**config.mk**
```make
export PLATFORM = sky130hd
export DESIGN_NAME = me_engine
export DESIGN_NICKNAME = d
export VERILOG_FILES = /design/src/me_pkg.sv /design/src/me_ctrl.sv /design/src/me_addr_gen.sv /design/src/me_pe_array.sv /design/src/me_min_select.sv /design/src/me_engine.sv
export SDC_FILE = /design/constraint.sdc
export NUM_CORES = 1
export LEC_CHECK = 0
export ABC_AREA = 0
export BUFFER_PORTS_ARGS = -buffer_cell sky130_fd_sc_hd__buf_2
export CORE_MARGIN = 2
export CORE_UTILIZATION = 60
export CTS_CLUSTER_DIAMETER = 30
export DETAILED_ROUTE_END_ITERATION = 8
export GPL_TIMING_DRIVEN = 0
export PLACE_DENSITY = 0.89
export SETUP_SLACK_MARGIN = 0.15
export SLEW_MARGIN = 20
export SYNTH_ARGS = -nofsm -noshare
export SYNTH_HDL_FRONTEND = slang
export SYNTH_SLANG_ARGS = --single-unit
```
**constraint.sdc**
```tcl
create_clock -name clk_i -period 25.5 [get_ports clk_i]
set_clock_uncertainty 0.1 [all_clocks]
set_input_delay 5.1 -clock clk_i [delete_from_list [all_inputs] [get_ports clk_i]]
set_output_delay 5.1 -clock clk_i [all_outputs]
set_load 0.005 [all_outputs]
```
**src/me_pkg.sv**
```systemverilog
`default_nettype none

package me_pkg;

  typedef logic [7:0]  pixel_t;   // one image sample
  typedef logic [7:0]  raddr_t;   // reference memory address
  typedef logic [9:0]  saddr_t;   // search memory address
  typedef logic [4:0]  coord_t;   // row or column inside the search window
  typedef logic [16:0] sad_val_t; // accumulated sum of absolute differences

  typedef struct packed {
    sad_val_t sad;
    saddr_t   addr; // top-left pixel of the candidate in search memory
  } sad_t;

  // issued by the control once per cycle
  typedef struct packed {
    logic   valid;
    logic   first;   // first pixel of a pass
    logic   last;    // last pixel of a pass
    coord_t pix_row; // pixel inside the reference block
    coord_t pix_col;
    coord_t org_row; // leftmost candidate of the pass
    coord_t org_col;
  } scan_t;

  // travels with the data once the addresses are formed
  typedef struct packed {
    logic   valid;
    logic   first;
    logic   last;
    saddr_t origin; // search address of the pass's first candidate
  } pass_t;

  typedef enum logic [1:0] {
    IDLE,
    SCAN,
    DRAIN,
    DONE
  } ctrl_state_e;

endpackage

`default_nettype wire

```
**src/me_ctrl.sv**
```systemverilog
`timescale 1ns/100ps
`default_nettype none

module me_ctrl import me_pkg::*; #(
  parameter int unsigned RImgSize = 16,
  parameter int unsigned SImgSize = 31,
  parameter int unsigned PeNum    = 8
) (
  input  logic  clk_i,
  input  logic  rst_ni,
  input  logic  start_i,
  output scan_t scan_o,
  output logic  first_pass_o,
  output logic  busy_o,
  output logic  finish_o
);

  localparam int unsigned NCand     = SImgSize - RImgSize + 1; // candidates per row and column
  localparam int unsigned PipeDepth = 4; // last issue to running-best update
  localparam int unsigned DrainW    = $clog2(PipeDepth);

  localparam coord_t LastPix    = coord_t'(RImgSize - 1);
  localparam coord_t LastOrgCol = coord_t'(NCand - PeNum);
  localparam coord_t LastOrgRow = coord_t'(NCand - 1);

  ctrl_state_e state_q, state_d;

  logic              start_q;
  logic              start_edge;
  coord_t            pix_row_q, pix_col_q;
  coord_t            org_row_q, org_col_q;
  logic [DrainW-1:0] drain_cnt_q;
  logic              first_pass_q;
  logic              pix_first, pix_last;
  logic              final_pix;

  assign start_edge = start_i && !start_q;

  assign pix_first = (pix_row_q == '0) && (pix_col_q == '0);
  assign pix_last  = (pix_row_q == LastPix) && (pix_col_q == LastPix);
  assign final_pix = pix_last && (org_row_q == LastOrgRow) && (org_col_q == LastOrgCol);

  always_comb begin
    state_d = state_q;
    unique case (state_q)
      IDLE:    if (start_edge) state_d = SCAN;
      SCAN:    if (final_pix) state_d = DRAIN;
      DRAIN:   if (drain_cnt_q == DrainW'(PipeDepth - 1)) state_d = DONE;
      DONE:    if (start_edge) state_d = SCAN; // new search, old result held until here
      default: state_d = IDLE;
    endcase
  end

  always_ff @(posedge clk_i) begin
    if (!rst_ni) begin
      state_q      <= IDLE;
      start_q      <= 1'b0;
      pix_row_q    <= '0;
      pix_col_q    <= '0;
      org_row_q    <= '0;
      org_col_q    <= '0;
      drain_cnt_q  <= '0;
      first_pass_q <= 1'b0;
    end else begin
      state_q <= state_d;
      start_q <= start_i;

      if ((state_q == IDLE || state_q == DONE) && start_edge) begin
        pix_row_q    <= '0;
        pix_col_q    <= '0;
        org_row_q    <= '0;
        org_col_q    <= '0;
        first_pass_q <= 1'b1;
      end else if (state_q == SCAN) begin
        // pixel column first, then row
        if (pix_col_q == LastPix) begin
          pix_col_q <= '0;
          if (pix_row_q == LastPix) pix_row_q <= '0;
          else pix_row_q <= pix_row_q + 1'b1;
        end else begin
          pix_col_q <= pix_col_q + 1'b1;
        end

        if (pix_last) begin
          first_pass_q <= 1'b0;
          if (org_col_q == LastOrgCol) begin // next candidate row
            org_col_q <= '0;
            org_row_q <= org_row_q + 1'b1;
          end else begin
            org_col_q <= org_col_q + coord_t'(PeNum);
          end
        end
      end

      if (state_q == DRAIN) drain_cnt_q <= drain_cnt_q + 1'b1;
      else drain_cnt_q <= '0;
    end
  end

  always_comb begin
    scan_o.valid   = (state_q == SCAN);
    scan_o.first   = scan_o.valid && pix_first;
    scan_o.last    = scan_o.valid && pix_last;
    scan_o.pix_row = pix_row_q;
    scan_o.pix_col = pix_col_q;
    scan_o.org_row = org_row_q;
    scan_o.org_col = org_col_q;
  end

  assign first_pass_o = first_pass_q;
  assign busy_o       = (state_q == SCAN) || (state_q == DRAIN);
  assign finish_o     = (state_q == DONE);

endmodule

`default_nettype wire

```
**src/me_addr_gen.sv**
```systemverilog
`timescale 1ns/100ps
`default_nettype none

module me_addr_gen import me_pkg::*; #(
  parameter int unsigned RImgSize = 16,
  parameter int unsigned SImgSize = 31,
  parameter int unsigned PeNum    = 8
) (
  input  logic                 clk_i,
  input  logic                 rst_ni,
  input  scan_t                scan_i,
  output raddr_t               ref_raddr_o,
  output saddr_t [PeNum-1:0]   smem_raddr_o,
  output pass_t                pass_o
);

  raddr_t             ref_addr_d;
  saddr_t             row_base;  // start of the search row under the current pixel
  saddr_t             col_base;
  saddr_t             origin_d;
  saddr_t [PeNum-1:0] smem_addr_d;

  always_comb begin
    ref_addr_d = raddr_t'(scan_i.pix_row * RImgSize) + raddr_t'(scan_i.pix_col);

    row_base = saddr_t'((scan_i.org_row + scan_i.pix_row) * SImgSize);
    col_base = saddr_t'(scan_i.org_col) + saddr_t'(scan_i.pix_col);

    // PE k looks at the candidate k columns right of the pass origin
    for (int k = 0; k < PeNum; k++) begin
      smem_addr_d[k] = row_base + col_base + saddr_t'(k);
    end

    origin_d = saddr_t'(scan_i.org_row * SImgSize) + saddr_t'(scan_i.org_col);
  end

  always_ff @(posedge clk_i) begin
    if (!rst_ni) begin
      pass_o.valid <= 1'b0;
      pass_o.first <= 1'b0;
      pass_o.last  <= 1'b0;
    end else begin
      pass_o.valid <= scan_i.valid;
      pass_o.first <= scan_i.first;
      pass_o.last  <= scan_i.last;
    end
    ref_raddr_o   <= ref_addr_d;
    smem_raddr_o  <= smem_addr_d;
    pass_o.origin <= origin_d;
  end

endmodule

`default_nettype wire

```
**src/me_pe_array.sv**
```systemverilog
`timescale 1ns/100ps
`default_nettype none

module me_pe_array import me_pkg::*; #(
  parameter int unsigned PeNum = 8
) (
  input  logic                 clk_i,
  input  logic                 rst_ni,
  input  pass_t                pass_i,
  input  pixel_t               ref_data_i,
  input  pixel_t   [PeNum-1:0] smem_data_i,
  output sad_val_t [PeNum-1:0] sads_o,
  output pass_t                pass_o
);

  pass_t                pass_q; // lines up with the memory data
  sad_val_t [PeNum-1:0] accum_q;

  function automatic pixel_t abs_diff(pixel_t a, pixel_t b);
    return (a > b) ? a - b : b - a;
  endfunction

  always_ff @(posedge clk_i) begin
    if (!rst_ni) begin
      pass_q.valid <= 1'b0;
      pass_q.first <= 1'b0;
      pass_q.last  <= 1'b0;
      pass_o.valid <= 1'b0;
      pass_o.first <= 1'b0;
      pass_o.last  <= 1'b0;
    end else begin
      pass_q.valid <= pass_i.valid;
      pass_q.first <= pass_i.first;
      pass_q.last  <= pass_i.last;
      pass_o.valid <= pass_q.valid && pass_q.last; // sums complete
      pass_o.first <= 1'b0;
      pass_o.last  <= pass_q.valid && pass_q.last;
    end
    pass_q.origin <= pass_i.origin;
    pass_o.origin <= pass_q.origin;
  end

  always_ff @(posedge clk_i) begin
    if (pass_q.valid) begin
      for (int k = 0; k < PeNum; k++) begin
        if (pass_q.first) begin // start of a new pass
          accum_q[k] <= sad_val_t'(abs_diff(ref_data_i, smem_data_i[k]));
        end else begin
          accum_q[k] <= accum_q[k] + sad_val_t'(abs_diff(ref_data_i, smem_data_i[k]));
        end
      end
    end
  end

  assign sads_o = accum_q;

endmodule

`default_nettype wire

```
**src/me_min_select.sv**
```systemverilog
`timescale 1ns/100ps
`default_nettype none

module me_min_select import me_pkg::*; #(
  parameter int unsigned PeNum = 8 // power of two for the pairwise tree
) (
  input  logic                 clk_i,
  input  logic                 rst_ni,
  input  sad_val_t [PeNum-1:0] sads_i,
  input  pass_t                pass_i,
  input  logic                 first_pass_i,
  output sad_t                 min_sad_o
);

  // first_pass_i is sampled with the last pixel issue, pass_i is valid three cycles later
  localparam int unsigned FpDelay = 3;

  sad_t               node [2*PeNum-1]; // heap order, leaves at the end
  logic [FpDelay-1:0] first_pass_q;
  logic               load;

  always_comb begin
    for (int k = 0; k < PeNum; k++) begin
      node[PeNum-1+k].sad  = sads_i[k];
      node[PeNum-1+k].addr = pass_i.origin + saddr_t'(k);
    end

    // left child has the lower index and keeps ties
    for (int n = PeNum - 2; n >= 0; n--) begin
      if (node[2*n+2].sad < node[2*n+1].sad) begin
        node[n] = node[2*n+2];
      end else begin
        node[n] = node[2*n+1];
      end
    end
  end

  // earlier passes are earlier in raster order so only a strictly smaller SAD replaces
  assign load = pass_i.valid && pass_i.last &&
                (first_pass_q[FpDelay-1] || (node[0].sad < min_sad_o.sad));

  always_ff @(posedge clk_i) begin
    if (!rst_ni) begin
      first_pass_q <= '0;
      min_sad_o    <= '0;
    end else begin
      first_pass_q <= {first_pass_q[FpDelay-2:0], first_pass_i};
      if (load) min_sad_o <= node[0];
    end
  end

endmodule

`default_nettype wire

```
**src/me_engine.sv**
```systemverilog
`timescale 1ns/100ps
`default_nettype none

module me_engine import me_pkg::*; #(
  parameter int unsigned RImgSize = 16,
  parameter int unsigned SImgSize = 31,
  parameter int unsigned PeNum    = 8  // (SImgSize - RImgSize + 1) must be a multiple
) (
  input  logic               clk_i,
  input  logic               rst_ni,
  input  logic               start_i,
  input  pixel_t             ref_data_i,
  input  pixel_t [PeNum-1:0] smem_data_i,
  output raddr_t             ref_raddr_o,
  output saddr_t [PeNum-1:0] smem_raddr_o,
  output logic               busy_o,
  output logic               finish_o,
  output sad_t               min_sad_o
);

  scan_t                scan;
  pass_t                addr_pass;
  pass_t                pe_pass;
  sad_val_t [PeNum-1:0] sads;
  logic                 first_pass;

  me_ctrl #(
    .RImgSize (RImgSize),
    .SImgSize (SImgSize),
    .PeNum    (PeNum)
  ) i_ctrl (
    .clk_i        (clk_i),
    .rst_ni       (rst_ni),
    .start_i      (start_i),
    .scan_o       (scan),
    .first_pass_o (first_pass),
    .busy_o       (busy_o),
    .finish_o     (finish_o)
  );

  me_addr_gen #(
    .RImgSize (RImgSize),
    .SImgSize (SImgSize),
    .PeNum    (PeNum)
  ) i_addr_gen (
    .clk_i        (clk_i),
    .rst_ni       (rst_ni),
    .scan_i       (scan),
    .ref_raddr_o  (ref_raddr_o),
    .smem_raddr_o (smem_raddr_o),
    .pass_o       (addr_pass)
  );

  me_pe_array #(
    .PeNum (PeNum)
  ) i_pe_array (
    .clk_i       (clk_i),
    .rst_ni      (rst_ni),
    .pass_i      (addr_pass),
    .ref_data_i  (ref_data_i),
    .smem_data_i (smem_data_i),
    .sads_o      (sads),
    .pass_o      (pe_pass)
  );

  me_min_select #(
    .PeNum (PeNum)
  ) i_min_select (
    .clk_i        (clk_i),
    .rst_ni       (rst_ni),
    .sads_i       (sads),
    .pass_i       (pe_pass),
    .first_pass_i (first_pass),
    .min_sad_o    (min_sad_o)
  );

endmodule

`default_nettype wire

```
# Word-level counts from Yosys, hierarchy flattened
# Index checks and enable logic that the tools add are counted.
[word_totals]
ff_bits = 317
inputBits = 75
output_inout_bits = 117
word_cells = 184
[classes]
add_sub_neg = 48
mul = 2
magnitude_cmp = 16
eq_ne = 11
mux = 33
bitwise_logic = 1
n_reduce_logical = 27
[ops]
columns = ["op", "n"]
rows = [
  ["27-bit two-way mux", 7],
  ["17-bit by 8-bit adder with 17-bit output", 8],
  ["17-bit < comparator", 8],
  ["8-bit two-way mux", 16],
  ["8-bit subtractor", 16],
  ["10-bit by 3-bit adder with 10-bit output (second input constant)", 8],
  ["8-bit > comparator", 8],
  ["10-bit by 2-bit adder with 10-bit output (second input constant)", 4],
  ["32-bit by 5-bit multiplier with 10-bit output (second input constant)", 1],
  ["10-bit by 1-bit adder with 10-bit output (second input constant)", 2],
  ["5-bit by 4-bit equality test with 1-bit output (second input constant)", 4],
  ["5-bit by 1-bit adder with 5-bit output (second input constant)", 3],
  ["5-bit two-way mux", 3],
  ["5-bit by 5-bit adder with 6-bit output", 2],
  ["10-bit adder", 1],
  ["10-bit by 5-bit adder with 10-bit output", 1],
  ["1-bit logical AND", 10],
  ["5-bit zero test", 2],
  ["5-bit by 5-bit multiplier with 10-bit output (second input constant)", 1],
  ["8-bit by 5-bit adder with 8-bit output", 1],
  ["2-bit AND reduction", 4],
  ["2-bit equality test (second input constant)", 3],
  ["2-bit two-way mux", 3],
  ["2-bit case mux with 3 select lines", 1],
  ["13 further kinds", 21],
]

# Depth between registers and ports, before layout
[logic_depth]
depth_word = 9
ltp_mapped = 49
mapped_depth_nobuf = 43

# By module
# Synthesis repeated with hierarchy kept, for this count alone.
[unflattened]
cells_unflattened = 2988
area_unflattened_um2 = 27106.0
[by_module_without_submodules]
columns = ["mod", "instances", "cells_each", "area_each_um2", "seq_area_each_um2"]
rows = [
  ["me_pe_array", 1, 1500, 14249.9, 4564.4],
  ["me_min_select", 1, 888, 6640.1, 600.6],
  ["me_addr_gen", 1, 466, 5034.8, 1821.7],
  ["me_ctrl", 1, 134, 1181.1, 460.4],
]

# Worst setup path before layout
# Ideal clock, no wire load.
[synth_timing]
path_kind = "register to register"
startpoint = "register i_pe_array.accum_q, in the netlist i_pe_array.sads_o[66]"
endpoint = "register i_min_select.min_sad_o[8] (netlist name)"
setup_time_ns = 0.074
arrival_time_ns = 9.608
required_ns = 25.326
path_slack_ns = 15.718
path_stages_with_launch = 48
n_path_buf = 6
period_less_slack_ns = 9.782
cell_sequence = "edfxtp_1 > ha_1 > a21oi_1 > nand2_1 > a221oi_1 > and2_1 > clkbuf_1 > clkbuf_1 > nor2_1 > a21oi_1 > inv_1 > ha_1 > a211oi_1 > o21ai_0 > a21o_1 > a21o_1 > a221o_1 > a31oi_2 > (+12 left out) > a31oi_4 > buf_2 > mux2_2 > ha_1 > a21o_1 > a21o_1 > a21o_1 > a21o_1 > a21o_1 > a21o_1 > a21oi_1 > o21ai_0 > o2bb2a_1 > buf_1 > nand2_1 > clkbuf_1 > o21ai_0 > a31oi_1"
[synth_lines]
columns = ["item", "line", "text"]
rows = [
  ["start, declared", "me_pe_array.sv:17", "sad_val_t [PeNum-1:0] accum_q;"],
  ["start signal, assigned by index", "me_pe_array.sv:47", "accum_q[k] <= sad_val_t'(abs_diff(ref_data_i, smem_data_i[k]));"],
  ["start signal, assigned by index", "me_pe_array.sv:49", "accum_q[k] <= accum_q[k] + sad_val_t'(abs_diff(ref_data_i, smem_data_i[k]));"],
]

==> impl_metrics.csv <==
group,metric,value,unit
setup_path,worstReg2RegStart,"i_pe_array.sads_o[66]",
grt,grt_max_degree,55,
drt,avgRoutedWirePerCell,18.1,microns
sta,period_needed,12.23,ns
setup_path,crit_path_max_incr_delay,0.76,ns
logic_synthesis,ys_ff_latch,304,
grt,grt_pass1_vias,22400,
setup_path,cp.depth,47,
drt,drtAntennaViolNets,0,
cts,hold_buffers,0,
logic_synthesis,synth_top_family_by_area,"adder cells",
finish,diodes,0,
sta,rsz0062_at_grt,"false",
logic_synthesis,synth_cells,2893,
cts,cts_tree,"done",
cts,clk_path_buf_depth,3,
logic_synthesis,synth_nets,3414,
setup_path,endpoint,"i_min_select.min_sad_o[19]",
logic_synthesis,synth.avg_cell_area,8.93,sq um
setup_path,path_class,"register to register",
setup_path,crit_family,"compound AO/OA/AOI/OAI gates",
setup_path,cpMaxStageDelayCell,"a221oi_1",
finish,drive_gt1_frac,0.128,
setup_path,rrSetupSlack,13.27,ns
power_and_ir_drop,clockPowerShare,0.349,
logic_synthesis,synth_top_area_frac,0.189,
logic_synthesis,netlist_top_cells_area,"ha_1 19%, edfxtp_1 16%, dfxtp_1 13%",
power_and_ir_drop,power.switching,849,uW
power_and_ir_drop,seq_power_share,0.260,
logic_synthesis,synth_seq_area_share,0.288,
finish,num-nets-final,3669,
cts,htree_num_levels,2,
floorplanning,die_h,211,microns
logic_synthesis,synth_adder_area_share,0.232,
setup_path,crit_fanout,10,
setup_path,startpoint,"i_pe_array.sads_o[66]",
logic_synthesis,synth.largest_area_cell,"ha_1",
cts,root_buffer,"clkbuf_16",
placement,place_congestion,0.965,
cts,cts_buffers,61,
logic_synthesis,synthMuxAreaShare,0.0565,
setup_path,critPathBufInv,9,
power_and_ir_drop,power_leakage,13.7,nW
power_and_ir_drop,ir_drop,0.0000719,V
cts,clock_sinks,304,
grt,grt_use_total,0.301,
finish,area_growth,14.6,%
sta,finalSetupViolCount,0,
sta,finalCritPeriodShare,0.480,
flow_run,drv_cap,0,
logic_synthesis,syn_area,25800,sq um
power_and_ir_drop,power_frac_comb,0.391,
grt,grt_overflow,0,
cts,clkSlewWorstSetupHoldPaths,0.06,ns
logic_synthesis,synth_ff_type,"dfxtp_1",
drt,vias_per_cell,5.94,
logic_synthesis,yosysWarnings,0,
drt,vias,22200,
grt,antenna_found_initial,0,
drt,drtIter0Drc,1561,
cts,clk_latency,0.65,ns
cts,cts_setup_buffers,0,
setup_path,r2r-end,"i_min_select.min_sad_o[19]",
sta,slew_headroom,0.241,
setup_path,setup.worst_path.start_class,"register",
drt,drcViolationCount,0,
power_and_ir_drop,p_per_area,77.2,nW/um^2
logic_synthesis,yosys.area_share.xor_xnor,0.0773,
floorplanning,io_pins,192,
outcome,status,"complete, no violations",
floorplanning,fp.dieArea,44700,sq um
setup_path,required,25.89,ns
placement,hpwl,50.1,mm
sta,tns,0,ns
sta,worst_pin_slew,1.13,ns
power_and_ir_drop,p_sw_frac,0.372,
floorplanning,fp.dieW,211,microns
placement,portBuffers,190,
worst_hold_path,hold_class,"register to register",
setup_path,cp_common_cell,"a21o_1",
floorplanning,rows,76,
logic_synthesis,async_flop_share,0,
finish,final_cell_mix,"391 x ha_1, 343 x inv_1, 251 x a21oi_1",
drt,wirelength,67.8,mm
sta,slew_violations,0,
setup_path,ff2ff_path_depth,47,
finish,final_common_cell,"ha_1",
logic_synthesis,synth_compound_area_frac,0.161,
logic_synthesis,synth.distinct_cells,72,
logic_synthesis,yosys.area_share.simple,0.120,
finish,fillerInstances,3071,
drt,dr.pass1.iters,8,
sta,fmax,81.8,MHz
finish,regArea,7450,sq um
setup_path,critPathArrivalTime,12.62,ns
finish,multi_input_comb_area,16700,sq um
power_and_ir_drop,p_int,1.44,mW
finish,fin_util,0.692,
cts,cts_resized,0,
setup_path,end_kind,"register",
sta,finalHoldViolCount,0,
grt,grt_pass1_wl,109,mm
floorplanning,core-area,42800,sq um
floorplanning,initial_utilization,0.604,
logic_synthesis,synth_edf_count,136,
==> through the flow <==
stage / hold WS, ns / power (mW) / area (sq um) / worst slack (ns) / instances
floorplan: 0.210 / 1.24 / 25800 / 15.72 / 2893
global placement: 0.210 / 1.43 / 27500 / 13.82 / 3629
detailed placement: 0.212 / 1.46 / 27500 / 13.64 / 3631
CTS: 0.207 / 2.27 / 29600 / 13.51 / 3745
global route: 0.217 / 2.40 / 29600 / 12.54 / 3745
finish: 0.210 / 2.29 / 29600 / 13.27 / 3745
==> area by class of cell <==
type,instances,area share
Buffer,91,0.0129
Clock buffer,72,0.0554
Clock inverter,42,0.0152
Inverter,347,0.0440
Multi-Input combinational cell,2151,0.564
Sequential cell,304,0.252
Tap cell,546,0.0231
Timing Repair Buffer,192,0.0337
==> routing by layer <==
layer,global-route usage,routed length [microns],vias up,part of all wire
met4,0.161,3340,0,0.049
li1,-,-,10600,-
met2,0.533,33200,952,0.49
met1,0.347,26600,10500,0.39
met3,0.0513,4660,243,0.069
met5,0,0,-,0
==> worst min path at each step <==
stage / cells after the start / to / start / slack [ns]
2_1_floorplan: 0 / i_pe_array.pass_o[0] / i_pe_array.pass_q[0] / 0.21
3_3_place_gp: 0 / i_pe_array.pass_o[8] / i_pe_array.pass_q[8] / 0.21
3_5_place_dp: 0 / i_pe_array.pass_o[0] / i_pe_array.pass_q[0] / 0.21
4_1_cts: 0 / i_pe_array.pass_o[1] / i_pe_array.pass_q[1] / 0.21
5_1_grt: 0 / i_pe_array.pass_o[1] / i_pe_array.pass_q[1] / 0.22
6_report: 0 / i_pe_array.pass_o[1] / i_pe_array.pass_q[1] / 0.21
==> sequential cells by signal (all words and copies together), names as in the netlist, 2 cells and up <==
register                   flops
i_pe_array.pass_o             11
i_ctrl.drain_cnt_q             2
i_ctrl.state_q                 2
i_addr_gen.ref_raddr_o         8
i_ctrl.pix_row_q               5
i_ctrl.pix_col_q               5
i_pe_array.pass_q             13
i_addr_gen.pass_o             13
i_pe_array.sads_o            136
i_ctrl.org_col_q               2
i_addr_gen.smem_raddr_o       70
i_ctrl.org_row_q               5
i_min_select.min_sad_o        27
i_min_select.first_pass_q      3
==> cells in the mapped netlist (all sizes together), types with 7 or more instances <==
library cell  instances
o211ai                9
or3                  15
nand3                49
inv                 345
o31a                 17
nor2                221
edfxtp              136
o21bai               47
xnor2               167
o31ai                15
nor3                 35
mux2                 79
nand2b               19
o21a                 18
and3                 18
mux2i                57
fa                   55
a21boi                7
nand4                47
o21ai               160
ha                  391
a31oi                10
a21o                 66
a211oi               22
buf                  28
nor2b                33
or2                   8
dfxtp               168
clkbuf               63
and2                 19
a21oi               251
xor2                 61
nand2               180
a311oi                7
==> logic make-up after synthesis <==
group / after synthesis
AO/OA/AOI/OAI: 673
XOR/XNOR: 228
adder cells (fa/ha/maj): 446
buffers and inverters: 438
flip-flops: 304
multiplexers: 136
other: 1
AND/OR/NAND/NOR: 667
==> power groups by stage <==
stage,registers [mW],clock network [mW],logic (mW)
CTS,0.594,0.803,0.877
detailed placement,0.602,0,0.859
global placement,0.609,0,0.820
floorplan,0.600,0,0.640
finish,0.594,0.797,0.894
global route,0.597,0.824,0.982
Power figures use the tool's default switching activity.
